## src/htif_bus_pkg.sv

```systemverilog
package htif_bus_pkg;

  // processor-side register port types
  localparam int WORD_W = 32;
  localparam int ADDR_W = 32;
  localparam int ID_W   = 12;

  typedef logic [WORD_W-1:0] word_t;
  typedef logic [ADDR_W-1:0] bus_addr_t;
  typedef logic [ID_W-1:0]   bus_id_t;
  typedef logic [4:0]        reg_sel_t;  // byte address bits 6..2

  // read side register map
  localparam reg_sel_t REG_COUNT   = 5'h00;  // host-out word count
  localparam reg_sel_t REG_FIFO_RD = 5'h01;  // pops oldest host-out word

  // write side register map
  localparam reg_sel_t REG_FIFO_WR = 5'h00;  // pushes a host-in word
  localparam reg_sel_t REG_RESET   = 5'h1f;  // core reset pulse

endpackage

```

## src/htif_host_pkg.sv

```systemverilog
package htif_host_pkg;

  // host channel moves 16-bit halves of a bus word
  localparam int HALF_W = 16;

  typedef logic [HALF_W-1:0] half_t;

  localparam int HALVES_PER_WORD = 2;

  // index of a half within its word, low half first
  localparam int HALF_SEL_W = $clog2(HALVES_PER_WORD);

  typedef logic [HALF_SEL_W-1:0] half_sel_t;

  localparam half_sel_t LAST_HALF = half_sel_t'(HALVES_PER_WORD - 1);

endpackage

```

## src/host_out_rd_if.sv

```systemverilog
interface host_out_rd_if
  import htif_bus_pkg::*;
#(
  parameter int DEPTH = 32,
  localparam int CNT_W = $clog2(DEPTH) + 1
)
();
  logic             rd_en;    // pop request from the register side
  word_t            rd_data;  // oldest packed word
  logic [CNT_W-1:0] count;
  logic             empty;

  modport ctrl (output rd_en, input rd_data, count, empty);
  modport path (input rd_en, output rd_data, count, empty);
endinterface

```

## src/sync_fifo.sv

```systemverilog
module sync_fifo
  import htif_bus_pkg::*;
#(
  parameter int DEPTH = 32,
  localparam int CNT_W = $clog2(DEPTH) + 1
)
(
  input  logic             clk,
  input  logic             reset,
  input  logic             wr_en,
  input  word_t            wr_data,
  input  logic             rd_en,
  output word_t            rd_data,
  output logic             empty,
  output logic             full,
  output logic [CNT_W-1:0] count
);
  localparam int PTR_W = $clog2(DEPTH);

  word_t            mem [DEPTH];
  logic [PTR_W-1:0] wr_ptr;
  logic [PTR_W-1:0] rd_ptr;
  logic             do_wr;
  logic             do_rd;
  logic [CNT_W-1:0] count_next;

  assign do_wr   = wr_en && !full;   // dropped when full
  assign do_rd   = rd_en && !empty;
  assign rd_data = mem[rd_ptr];      // head word, shown without a pop

  always_comb
  begin
    count_next = count;
    if (do_wr && !do_rd)
      count_next = count + 1'b1;
    else if (do_rd && !do_wr)
      count_next = count - 1'b1;
  end

  always_ff @(posedge clk)
  begin
    if (reset)
    begin
      wr_ptr <= '0;
      rd_ptr <= '0;
      count  <= '0;
      empty  <= 1'b1;
      full   <= 1'b0;
    end
    else
    begin
      if (do_wr)
        wr_ptr <= wr_ptr + 1'b1;  // wraps, DEPTH is a power of two
      if (do_rd)
        rd_ptr <= rd_ptr + 1'b1;
      count <= count_next;
      empty <= (count_next == '0);
      full  <= (count_next == CNT_W'(DEPTH));
    end
  end

  always_ff @(posedge clk)
  begin
    if (do_wr)
      mem[wr_ptr] <= wr_data;
  end

  a_count_bound: assert property (@(posedge clk) disable iff (reset)
    count <= CNT_W'(DEPTH));
  a_ptr_count: assert property (@(posedge clk) disable iff (reset)
    (wr_ptr - rd_ptr) == count[PTR_W-1:0]);  // pointers agree with the count
endmodule

```

## src/host_in_unpacker.sv

```systemverilog
module host_in_unpacker
  import htif_bus_pkg::*, htif_host_pkg::*;
#(
  parameter int DEPTH = 32
)
(
  input  logic  clk,
  input  logic  reset,
  input  logic  wr_en,
  input  word_t wr_data,
  input  logic  host_in_ready,
  output logic  full,
  output logic  host_in_valid,
  output half_t host_in_bits
);
  word_t     head;
  logic      empty;
  logic      xfer;
  logic      pop;
  half_sel_t half_sel;  // which half of the head word is on the channel

  sync_fifo #(.DEPTH(DEPTH)) u_fifo (
    .clk     (clk),
    .reset   (reset),
    .wr_en   (wr_en),
    .wr_data (wr_data),
    .rd_en   (pop),
    .rd_data (head),
    .empty   (empty),
    .full    (full),
    .count   ()
  );

  assign host_in_valid = !empty;
  assign host_in_bits  = head[HALF_W*half_sel +: HALF_W];  // low half first
  assign xfer          = host_in_valid && host_in_ready;
  assign pop           = xfer && (half_sel == LAST_HALF);

  always_ff @(posedge clk)
  begin
    if (reset)
      half_sel <= '0;
    else if (xfer)
      half_sel <= (half_sel == LAST_HALF) ? '0 : half_sel + 1'b1;
  end
endmodule

```

## src/host_out_packer.sv

```systemverilog
module host_out_packer
  import htif_bus_pkg::*, htif_host_pkg::*;
#(
  parameter int DEPTH = 32
)
(
  input  logic  clk,
  input  logic  reset,
  input  logic  host_out_valid,
  input  half_t host_out_bits,
  output logic  host_out_ready,
  host_out_rd_if.path rd
);
  half_t     first_half;  // low half waiting for its partner
  half_sel_t half_idx;
  logic      full;
  logic      xfer;
  logic      push;

  assign host_out_ready = !full;
  assign xfer           = host_out_valid && host_out_ready;
  assign push           = xfer && (half_idx == LAST_HALF);  // only on the accepted high half

  sync_fifo #(.DEPTH(DEPTH)) u_fifo (
    .clk     (clk),
    .reset   (reset),
    .wr_en   (push),
    .wr_data ({host_out_bits, first_half}),
    .rd_en   (rd.rd_en),
    .rd_data (rd.rd_data),
    .empty   (rd.empty),
    .full    (full),
    .count   (rd.count)
  );

  always_ff @(posedge clk)
  begin
    if (reset)
      half_idx <= '0;
    else if (xfer)
      half_idx <= (half_idx == LAST_HALF) ? '0 : half_idx + 1'b1;
  end

  always_ff @(posedge clk)
  begin
    if (xfer && half_idx != LAST_HALF)
      first_half <= host_out_bits;
  end
endmodule

```

## src/htif_reg_ctrl.sv

```systemverilog
module htif_reg_ctrl
  import htif_bus_pkg::*;
(
  input  logic      clk,
  input  logic      reset,
  // write address and data
  input  logic      aw_valid,
  output logic      aw_ready,
  input  bus_addr_t aw_addr,
  input  bus_id_t   aw_id,
  input  logic      w_valid,
  output logic      w_ready,
  input  word_t     w_data,
  // write response
  output logic      b_valid,
  input  logic      b_ready,
  output bus_id_t   b_id,
  // read address and data
  input  logic      ar_valid,
  output logic      ar_ready,
  input  bus_addr_t ar_addr,
  input  bus_id_t   ar_id,
  output logic      r_valid,
  input  logic      r_ready,
  output word_t     r_data,
  output bus_id_t   r_id,
  output logic      r_last,
  // host-in queue write side
  output logic      in_wr_en,
  output word_t     in_wr_data,
  input  logic      in_full,
  output logic      cpu_reset,
  host_out_rd_if.ctrl out_rd
);
  typedef enum logic [1:0] {WR_IDLE, WR_ACCEPT, WR_RESP} wr_state_t;
  typedef enum logic {RD_IDLE, RD_DATA} rd_state_t;

  wr_state_t wr_state;
  rd_state_t rd_state;
  reg_sel_t  wr_sel;
  reg_sel_t  rd_sel;
  logic      wr_accept;

  // reset register never waits on the queue
  assign wr_accept = (wr_state == WR_ACCEPT) && (!in_full || wr_sel == REG_RESET);

  assign aw_ready   = wr_accept;
  assign w_ready    = wr_accept;
  assign in_wr_en   = wr_accept && (wr_sel == REG_FIFO_WR);
  assign in_wr_data = w_data;
  assign cpu_reset  = wr_accept && (wr_sel == REG_RESET);
  assign b_valid    = (wr_state == WR_RESP);

  assign ar_ready = (rd_state == RD_IDLE);
  assign r_valid  = (rd_state == RD_DATA);
  assign r_last   = (rd_state == RD_DATA);  // single beat reads
  assign r_data   = (rd_sel == REG_COUNT) ? word_t'(out_rd.count) : out_rd.rd_data;

  // pop only on the data register handshake
  assign out_rd.rd_en = r_valid && r_ready && (rd_sel == REG_FIFO_RD) && !out_rd.empty;

  always_ff @(posedge clk)
  begin
    if (reset)
    begin
      wr_state <= WR_IDLE;
      rd_state <= RD_IDLE;
    end
    else
    begin
      case (wr_state)
        WR_IDLE:
          if (aw_valid && w_valid)
            wr_state <= WR_ACCEPT;
        WR_ACCEPT:
          if (wr_accept)
            wr_state <= WR_RESP;
        WR_RESP:
          if (b_ready)
            wr_state <= WR_IDLE;
        default:
          wr_state <= WR_IDLE;
      endcase

      case (rd_state)
        RD_IDLE:
          if (ar_valid)
            rd_state <= RD_DATA;
        RD_DATA:
          if (r_ready)
            rd_state <= RD_IDLE;
        default:
          rd_state <= RD_IDLE;
      endcase
    end
  end

  // index and ID capture
  always_ff @(posedge clk)
  begin
    if (wr_state == WR_IDLE && aw_valid && w_valid)
    begin
      wr_sel <= aw_addr[6:2];
      b_id   <= aw_id;
    end
    if (ar_ready && ar_valid)
    begin
      rd_sel <= ar_addr[6:2];
      r_id   <= ar_id;
    end
  end

  a_wr_req_held: assert property (@(posedge clk) disable iff (reset)
    aw_ready |-> aw_valid && w_valid);  // request still up when it is taken
  a_r_held: assert property (@(posedge clk) disable iff (reset)
    r_valid && !r_ready && rd_sel != REG_COUNT && !out_rd.empty
      |=> r_valid && $stable(r_data));
endmodule

```

## src/htif_bridge.sv

```systemverilog
module htif_bridge
  import htif_bus_pkg::*, htif_host_pkg::*;
#(
  parameter int DEPTH = 32
)
(
  input  logic      clk,
  input  logic      reset,
  // write address channel
  input  logic      aw_valid,
  output logic      aw_ready,
  input  bus_addr_t aw_addr,
  input  bus_id_t   aw_id,
  // write data channel
  input  logic      w_valid,
  output logic      w_ready,
  input  word_t     w_data,
  // write response channel
  output logic      b_valid,
  input  logic      b_ready,
  output bus_id_t   b_id,
  // read address channel
  input  logic      ar_valid,
  output logic      ar_ready,
  input  bus_addr_t ar_addr,
  input  bus_id_t   ar_id,
  // read data channel
  output logic      r_valid,
  input  logic      r_ready,
  output word_t     r_data,
  output bus_id_t   r_id,
  output logic      r_last,
  // host channels
  output logic      host_in_valid,
  input  logic      host_in_ready,
  output half_t     host_in_bits,
  input  logic      host_out_valid,
  output logic      host_out_ready,
  input  half_t     host_out_bits,
  output logic      cpu_reset
);
  logic  in_wr_en;
  word_t in_wr_data;
  logic  in_full;

  host_out_rd_if #(.DEPTH(DEPTH)) out_rd ();

  htif_reg_ctrl u_ctrl (
    .clk        (clk),
    .reset      (reset),
    .aw_valid   (aw_valid),
    .aw_ready   (aw_ready),
    .aw_addr    (aw_addr),
    .aw_id      (aw_id),
    .w_valid    (w_valid),
    .w_ready    (w_ready),
    .w_data     (w_data),
    .b_valid    (b_valid),
    .b_ready    (b_ready),
    .b_id       (b_id),
    .ar_valid   (ar_valid),
    .ar_ready   (ar_ready),
    .ar_addr    (ar_addr),
    .ar_id      (ar_id),
    .r_valid    (r_valid),
    .r_ready    (r_ready),
    .r_data     (r_data),
    .r_id       (r_id),
    .r_last     (r_last),
    .in_wr_en   (in_wr_en),
    .in_wr_data (in_wr_data),
    .in_full    (in_full),
    .cpu_reset  (cpu_reset),
    .out_rd     (out_rd.ctrl)
  );

  host_in_unpacker #(.DEPTH(DEPTH)) u_host_in (
    .clk           (clk),
    .reset         (reset),
    .wr_en         (in_wr_en),
    .wr_data       (in_wr_data),
    .host_in_ready (host_in_ready),
    .full          (in_full),
    .host_in_valid (host_in_valid),
    .host_in_bits  (host_in_bits)
  );

  host_out_packer #(.DEPTH(DEPTH)) u_host_out (
    .clk            (clk),
    .reset          (reset),
    .host_out_valid (host_out_valid),
    .host_out_bits  (host_out_bits),
    .host_out_ready (host_out_ready),
    .rd             (out_rd.path)
  );
endmodule

```

## config.mk

```make
export PLATFORM = sky130hd
export DESIGN_NAME = htif_bridge
export DESIGN_NICKNAME = d
export VERILOG_FILES = /design/src/htif_bus_pkg.sv /design/src/htif_host_pkg.sv /design/src/host_out_rd_if.sv /design/src/sync_fifo.sv /design/src/host_in_unpacker.sv /design/src/host_out_packer.sv /design/src/htif_reg_ctrl.sv /design/src/htif_bridge.sv
export SDC_FILE = /design/constraint.sdc
export NUM_CORES = 2
export LEC_CHECK = 0
export BUFFER_PORTS_ARGS = -buffer_cell sky130_fd_sc_hd__buf_2
export CAP_MARGIN = 10
export CORE_MARGIN = 2
export CORE_UTILIZATION = 60
export CTS_CLUSTER_DIAMETER = 80
export DETAILED_ROUTE_END_ITERATION = 6
export PLACE_DENSITY = 0.76
export SYNTH_ARGS = -nofsm -noshare
export SYNTH_HDL_FRONTEND = slang
export SYNTH_SLANG_ARGS = --single-unit
```

## constraint.sdc

```tcl
create_clock -name clk -period 3.85 [get_ports clk]
set_input_delay 0.1925 -clock clk [delete_from_list [all_inputs] [get_ports clk]]
set_output_delay 0.1925 -clock clk [all_outputs]
set_load 0.02 [all_outputs]
```

Word level (Yosys, flattened, before mapping). Memory sizes are Yosys's and may differ from the RTL's. A register that Yosys moved wholly into a read port is not among the register bits. Cells that the tools add are included.

Add/sub/neg operators: 10. Equality and inequality tests: 9. Mux-type cells: 22. Reductions and logical operators: 38. Shifts and indexed selects: 1. Bitwise gates (word level): 2.

Operator list (count): two-way mux 32 bit (1); indexed part select 32 x 6 -> 16 bit (1); two-way mux 6 bit (4); logical AND 1 bit (23); adder 5 x 1 -> 5 bit (second input constant) (4); two-way mux 5 bit (4); adder 6 x 1 -> 6 bit (second input constant) (2); == test 6 bit (second input constant) (2); logical NOT 6 bit (2); subtractor 6 x 1 -> 6 bit (second input constant) (2); logical NOT 5 bit (2); logical NOT 1 bit (8); two-way mux 1 bit (8); two-way mux 2 bit (3); != test 2 x 1 -> 1 bit (second input constant) (3); case mux 2 bit (3 select lines) (1); == test 5 x 1 -> 1 bit (second input constant) (1); == test 5 bit (second input constant) (1); AND reduction 3 bit (1); adder 1 bit (second input constant) (2); == test 2 x 1 -> 1 bit (second input constant) (1); == test 2 bit (second input constant) (1); logical NOT 2 bit (1); inverter 1 bit (2); other kinds (2) (2).

Memories: 2. Word-level logic and storage cells: 103. Output and inout bits: 81. Bits in registers: 91. RAM bits: 2048. Input port bits: 145.

Memories: u_host_in.u_fifo.mem (words 32, width 32, rd ports 1, clocked after memory_dff 1, wr ports 1, RTL line sync_fifo.sv:20) `word_t mem [DEPTH];`; u_host_out.u_fifo.mem (words 32, width 32, rd ports 1, clocked after memory_dff 1, wr ports 1, RTL line sync_fifo.sv:20).

Logic depth before layout (Yosys ltp).
Depth in word-level cells: 10. Gate-level depth with buffers: 9. Depth with buffers taken out: 7.

Hierarchy. Synthesis repeated with hierarchy kept, for this count alone.

Cell total of the unflattened synthesis: 3402. Area, all modules: 82385.3 um^2.

Modules (own cells, without submodules): sync_fifo (u_host_in.u_fifo) (instances 1, area an instance 39913.3 um^2, sequential area each 31209.9 um^2, cells an instance 1614); sync_fifo (u_host_out.u_fifo) (instances 1, area an instance 39870.7 um^2, sequential area each 31209.9 um^2, cells an instance 1608); htif_reg_ctrl (instances 1, area an instance 1741.7 um^2, sequential area each 1081.0 um^2, cells an instance 131); host_out_packer (instances 1, area an instance 551.8 um^2, sequential area each 500.5 um^2, cells an instance 24); host_in_unpacker (instances 1, area an instance 307.8 um^2, sequential area each 20.0 um^2, cells an instance 25).

Worst setup path before layout. No wires, ideal clock.

Path type: reg2reg. Start point: register u_ctrl.wr_sel[1]. End point: memory u_host_in.u_fifo.mem[31][0] (netlist bit), enable pin. Path buffers: 1. Setup time: 0.421 ns. Arrival: 3.015 ns. Path slack: 0.414 ns. Stages on the path, launching flop included: 6. Clock period less this slack: 3.436 ns. Required time: 3.429 ns. Path through: edfxtp_1 > or4_4 > nor2_1 > buf_2 > nand2_1 > nor2_1.

Word-level cells in the longest chain between the ends: 7. Elaborated cells between the ends (all ways): 8. Classes of those cells: 1 x eq/ne; 2 x mux; 5 x reduce/logical.

Ends and longest elaborated chain: start: declaration (RTL line htif_reg_ctrl.sv:40) `reg_sel_t wr_sel;`; start signal: assignment (RTL line htif_reg_ctrl.sv:103) `wr_sel <= aw_addr[6:2];`; == test 5 bit (RTL line htif_reg_ctrl.sv:45) `assign wr_accept = (wr_state == WR_ACCEPT) && (!in_full || wr_sel == REG_RESET);`; logical OR 1 bit (RTL line htif_reg_ctrl.sv:45); logical AND 1 bit (RTL line htif_reg_ctrl.sv:45); logical AND 1 bit (*) (RTL line htif_reg_ctrl.sv:49) `assign in_wr_en = wr_accept && (wr_sel == REG_FIFO_WR);`; logical AND 1 bit (*) (RTL line sync_fifo.sv:27) `assign do_wr = wr_en && !full;`; two-way mux 1 bit (*) (RTL line sync_fifo.sv:64) `if (do_wr)`; two-way mux 1 bit (not written as such) (*) (RTL line sync_fifo.sv:65) `mem[wr_ptr] <= wr_data;`; end: declaration (RTL line sync_fifo.sv:20).

Mark *: on every way between the ends. The rest lies on a longest branch, timed or not.

==> flow_summary.ini <==
[outcome]
outcome = finished clean

[yosys]
async_flop_share_pct = 0
synthesis.instances = 3626
synth.ff_latch_count = 2149
synth_seq_area_share_pct = 78.0
post_synth_instance_area_mm2 = 0.0821
number_of_distinct_library_cell_variants_in_the_gate_level_netlist_after_synthesis = 61
syn_avg_cell_area_um2 = 22.6
syn_nets = 3785
ys_warn_count = 0
synth_ff_type = edfxtp_1
count_of_flip_flops_with_a_built_in_enable_after_synthesis = 2098

[timing]
layout_worst_path_cycle_share_pct = 97.2
finalSetupViolCount = 0
timing.setup.tns_ps = 0
slew_headroom_pct = 24.6
grt_setup_unrepaired = no
finalHoldViolCount = 0
timing.final.max_slew_violations = 0
max_freq_mhz = 267
final_period_minus_worst_setup_slack_ps = 3740
finClkSkew_ps = 34.4
tightest_slew_ps = 1130

[clock_network]
worstSkewPairLatency_ps = 840
number_of_buffers_created_by_cts = 203
cts_max_level = 4
tritoncts = done
clk_path_buf_depth = 3
clockRootBuffer = clkbuf_16
clkTransAtPathRegs_ps = 60
clkSinkCount = 2149

[pwr]
powerDensity_mw_per_mm2 = 483
peakVddDrop_v = 0.000436
static-leakage-power_uw = 0.0288

[die]
row_count = 135
io_pins = 226
y_dimension_of_the_die_um = 374
initial_core_utilization_pct = 60.5
design.die.area_mm2 = 0.140
floorplan.die.width_um = 374
core_area_mm2 = 0.136

[worst_hold_path]
worst_hold_startpoint = aw_id[0]
timing.hold.worst.class = input pin to register
hold_end = u_ctrl.b_id[0]
worstHoldPathCells = 2

[route]
drt_iter0_markers = 6431
drt.antenna.violating_nets = 0
drt_wirelength_mm = 199
wire_per_inst_um = 33.0
total_vias_in_the_final_route = 41200
first_pass_iteration_count_of_the_detailed_router = 6
avgViaCountPerCell = 6.83
drc_errors = 0

[final_layout]
mostFrequentLayoutCells = edfxtp_1 (2098), mux4_2 (516), clkbuf_16 (203)
layout-drive-gt1-share_pct = 31.4
design.final.nets = 4248
fin_util_pct = 69.3
syn2layout_area_growth_pct = 14.5
layout_commonest_cell = edfxtp_1
final_cell_count_no_fill = 6037

[placement]
cell_count_post_placement = 5565
routability_driven_placement_congestion_ratio = 0.802
sum_of_net_half_perimeters_after_detailed_placement_mm = 106
numPortBuffers = 171

[grt]
grt_start_max_net_pins = 80
grt_first_pass_wirelength_mm = 286
first_global_vias = 41200
gr-total-overflow = 0
grtUsageTotal_pct = 28.7
grt_antenna_before_repair = 6

[worst_setup_path]
setup.reg_to_reg.worst_slack_ps = 840
reg2regPathDepth = 7
worst_reg2reg_endpoint = u_host_in.u_fifo.mem[8][14]
crit_fanout = 11
endpoint_kind = primary output
crit-reg2reg-launch = u_ctrl.wr_sel[1]
crit_path_start_kind = register
worst_ep_arrival_time_ps = 3550
worst_ep_required_time_ps = 3660
timing_worst_setup_path_type = register to primary output

[run]
drv.max_cap_violation_count = 0
registers in the layout (all words and copies together), names as in the netlist, 2 cells and up, named ones only:
signal,count
u_ctrl.r_id,12
u_host_in.u_fifo.wr_ptr,5
u_ctrl.wr_sel,5
u_host_out.first_half,16
u_host_in.u_fifo.rd_ptr,5
u_host_out.u_fifo.mem,1024
u_host_in.u_fifo.count,6
u_host_out.u_fifo.rd_ptr,5
u_host_in.u_fifo.mem,1024
u_ctrl.rd_sel,5
u_host_out.u_fifo.count,6
u_ctrl.b_id,12
u_host_out.u_fifo.wr_ptr,5
u_ctrl.wr_state,2
logic make-up after synthesis:
kind of cell	Yosys count	share of synthesized area, %
mux	694	16.5
flops	2149	78.0
compound gates	241	2.18
xor+xnor	27	0.288
buf+inv	213	1.17
fa+ha+maj	14	0.213
simple gates	288	1.69
power breakdown:
part	internal, uW	switching (uW)	leakage (uW)
registers	25700	126	0.0193
clock network	10300	8560	0.00304
logic	218	495	0.00642
per-layer routing:
metal | wire length (um) | global-route usage, % | share of wire, % | vias to the layer above
met4 | 5360 | 8.24 | 2.7 | 6
li1 | - | - | - | 16300
met5 | 30 | 0 | 0.015 | -
met1 | 74800 | 41.6 | 38 | 21600
met2 | 95800 | 44.6 | 48 | 2961
met3 | 23200 | 6.55 | 12 | 375
worst max path at each step:
stage | start | to | slack [ps] | cells after the start
2_1_floorplan | u_ctrl.wr_sel[1] | u_host_in.u_fifo.mem[31][0] | 410 | 5
3_3_place_gp | register | host_in_bits[11] | 800 | 7
3_5_place_dp | register | host_in_bits[11] | 800 | 7
4_1_cts | register | host_in_bits[3] | 3 | 7
5_1_grt | register | host_in_bits[14] | 9 | 8
6_report | register | host_in_bits[13] | 110 | 7
worst max-delay path, cell delays in order, from the launching register on:
cell	delay [ps]
dfxtp_4	410
buf_12	190
buf_4	260
mux4_2	580
a22o_1	260
a221oi_1	360
o221ai_1	360
buf_2	270
what timing repair did:
item / CTS / global route
hold buffers: 93 / 0
cloned: 1 / 0
pin swaps: 0 / 1
resized for setup: 5 / 10
buffers inserted: 3 / 1
setup endpoints to repair: 9 / 9
endpoints found under the hold margin: 1651 / 0
cells in the mapped netlist (3+ instances only):
cell type,count,area share (%)
nand3b_1,8,0.073
nand2b_1,3,0.023
mux2i_1,90,1.1
nand2_1,49,0.22
xnor2_1,13,0.14
inv_1,16,0.073
o21ai_0,23,0.14
o211ai_1,6,0.055
a22oi_1,22,0.20
a221oi_1,22,0.23
buf_4,16,0.15
a21oi_1,21,0.13
or4_4,3,0.041
o221ai_1,11,0.12
mux4_2,516,14
buf_2,75,0.46
mux2_2,88,1.2
nor3_1,31,0.19
xor2_1,14,0.15
a32oi_1,3,0.032
nor2_1,116,0.53
ha_1,14,0.21
nor2b_1,25,0.19
nor4_1,3,0.023
a31oi_1,5,0.038
a211o_1,13,0.14
or2_2,3,0.023
edfxtp_1,2098,77
and2_1,6,0.046
o22ai_1,39,0.30
a211oi_1,13,0.12
buf_1,21,0.096
dfxtp_1,51,1.2
nand3_1,16,0.098
a22o_1,48,0.51
clkbuf_1,84,0.38
nand4_1,11,0.084
per-stage QoR:
stage	hold slack, ps	area, um^2	setup slack [ps]	power [uW]
global route	32.1	94000	8.94	46500
floorplan	272	82100	414	26500
detailed placement	371	86700	799	27000
finish	68.0	94000	108	45400
global placement	368	86700	799	26900
CTS	10.6	93900	3.13	45600
layout make-up:
| cell class | count | area, um^2 |
|---|---|---|
| diodes | 2 | 5.00 |
| clock buffers | 255 | 5310 |
| clock inverters | 115 | 905 |
| fillers | 7775 | 41600 |
| inverters | 16 | 60.1 |
| multi-input cells | 1264 | 17700 |
| flip-flops and latches | 2149 | 64100 |
| well taps | 1781 | 2230 |
| repair buffers | 455 | 3790 |
No activity file was read; power rests on OpenSTA's default activity.
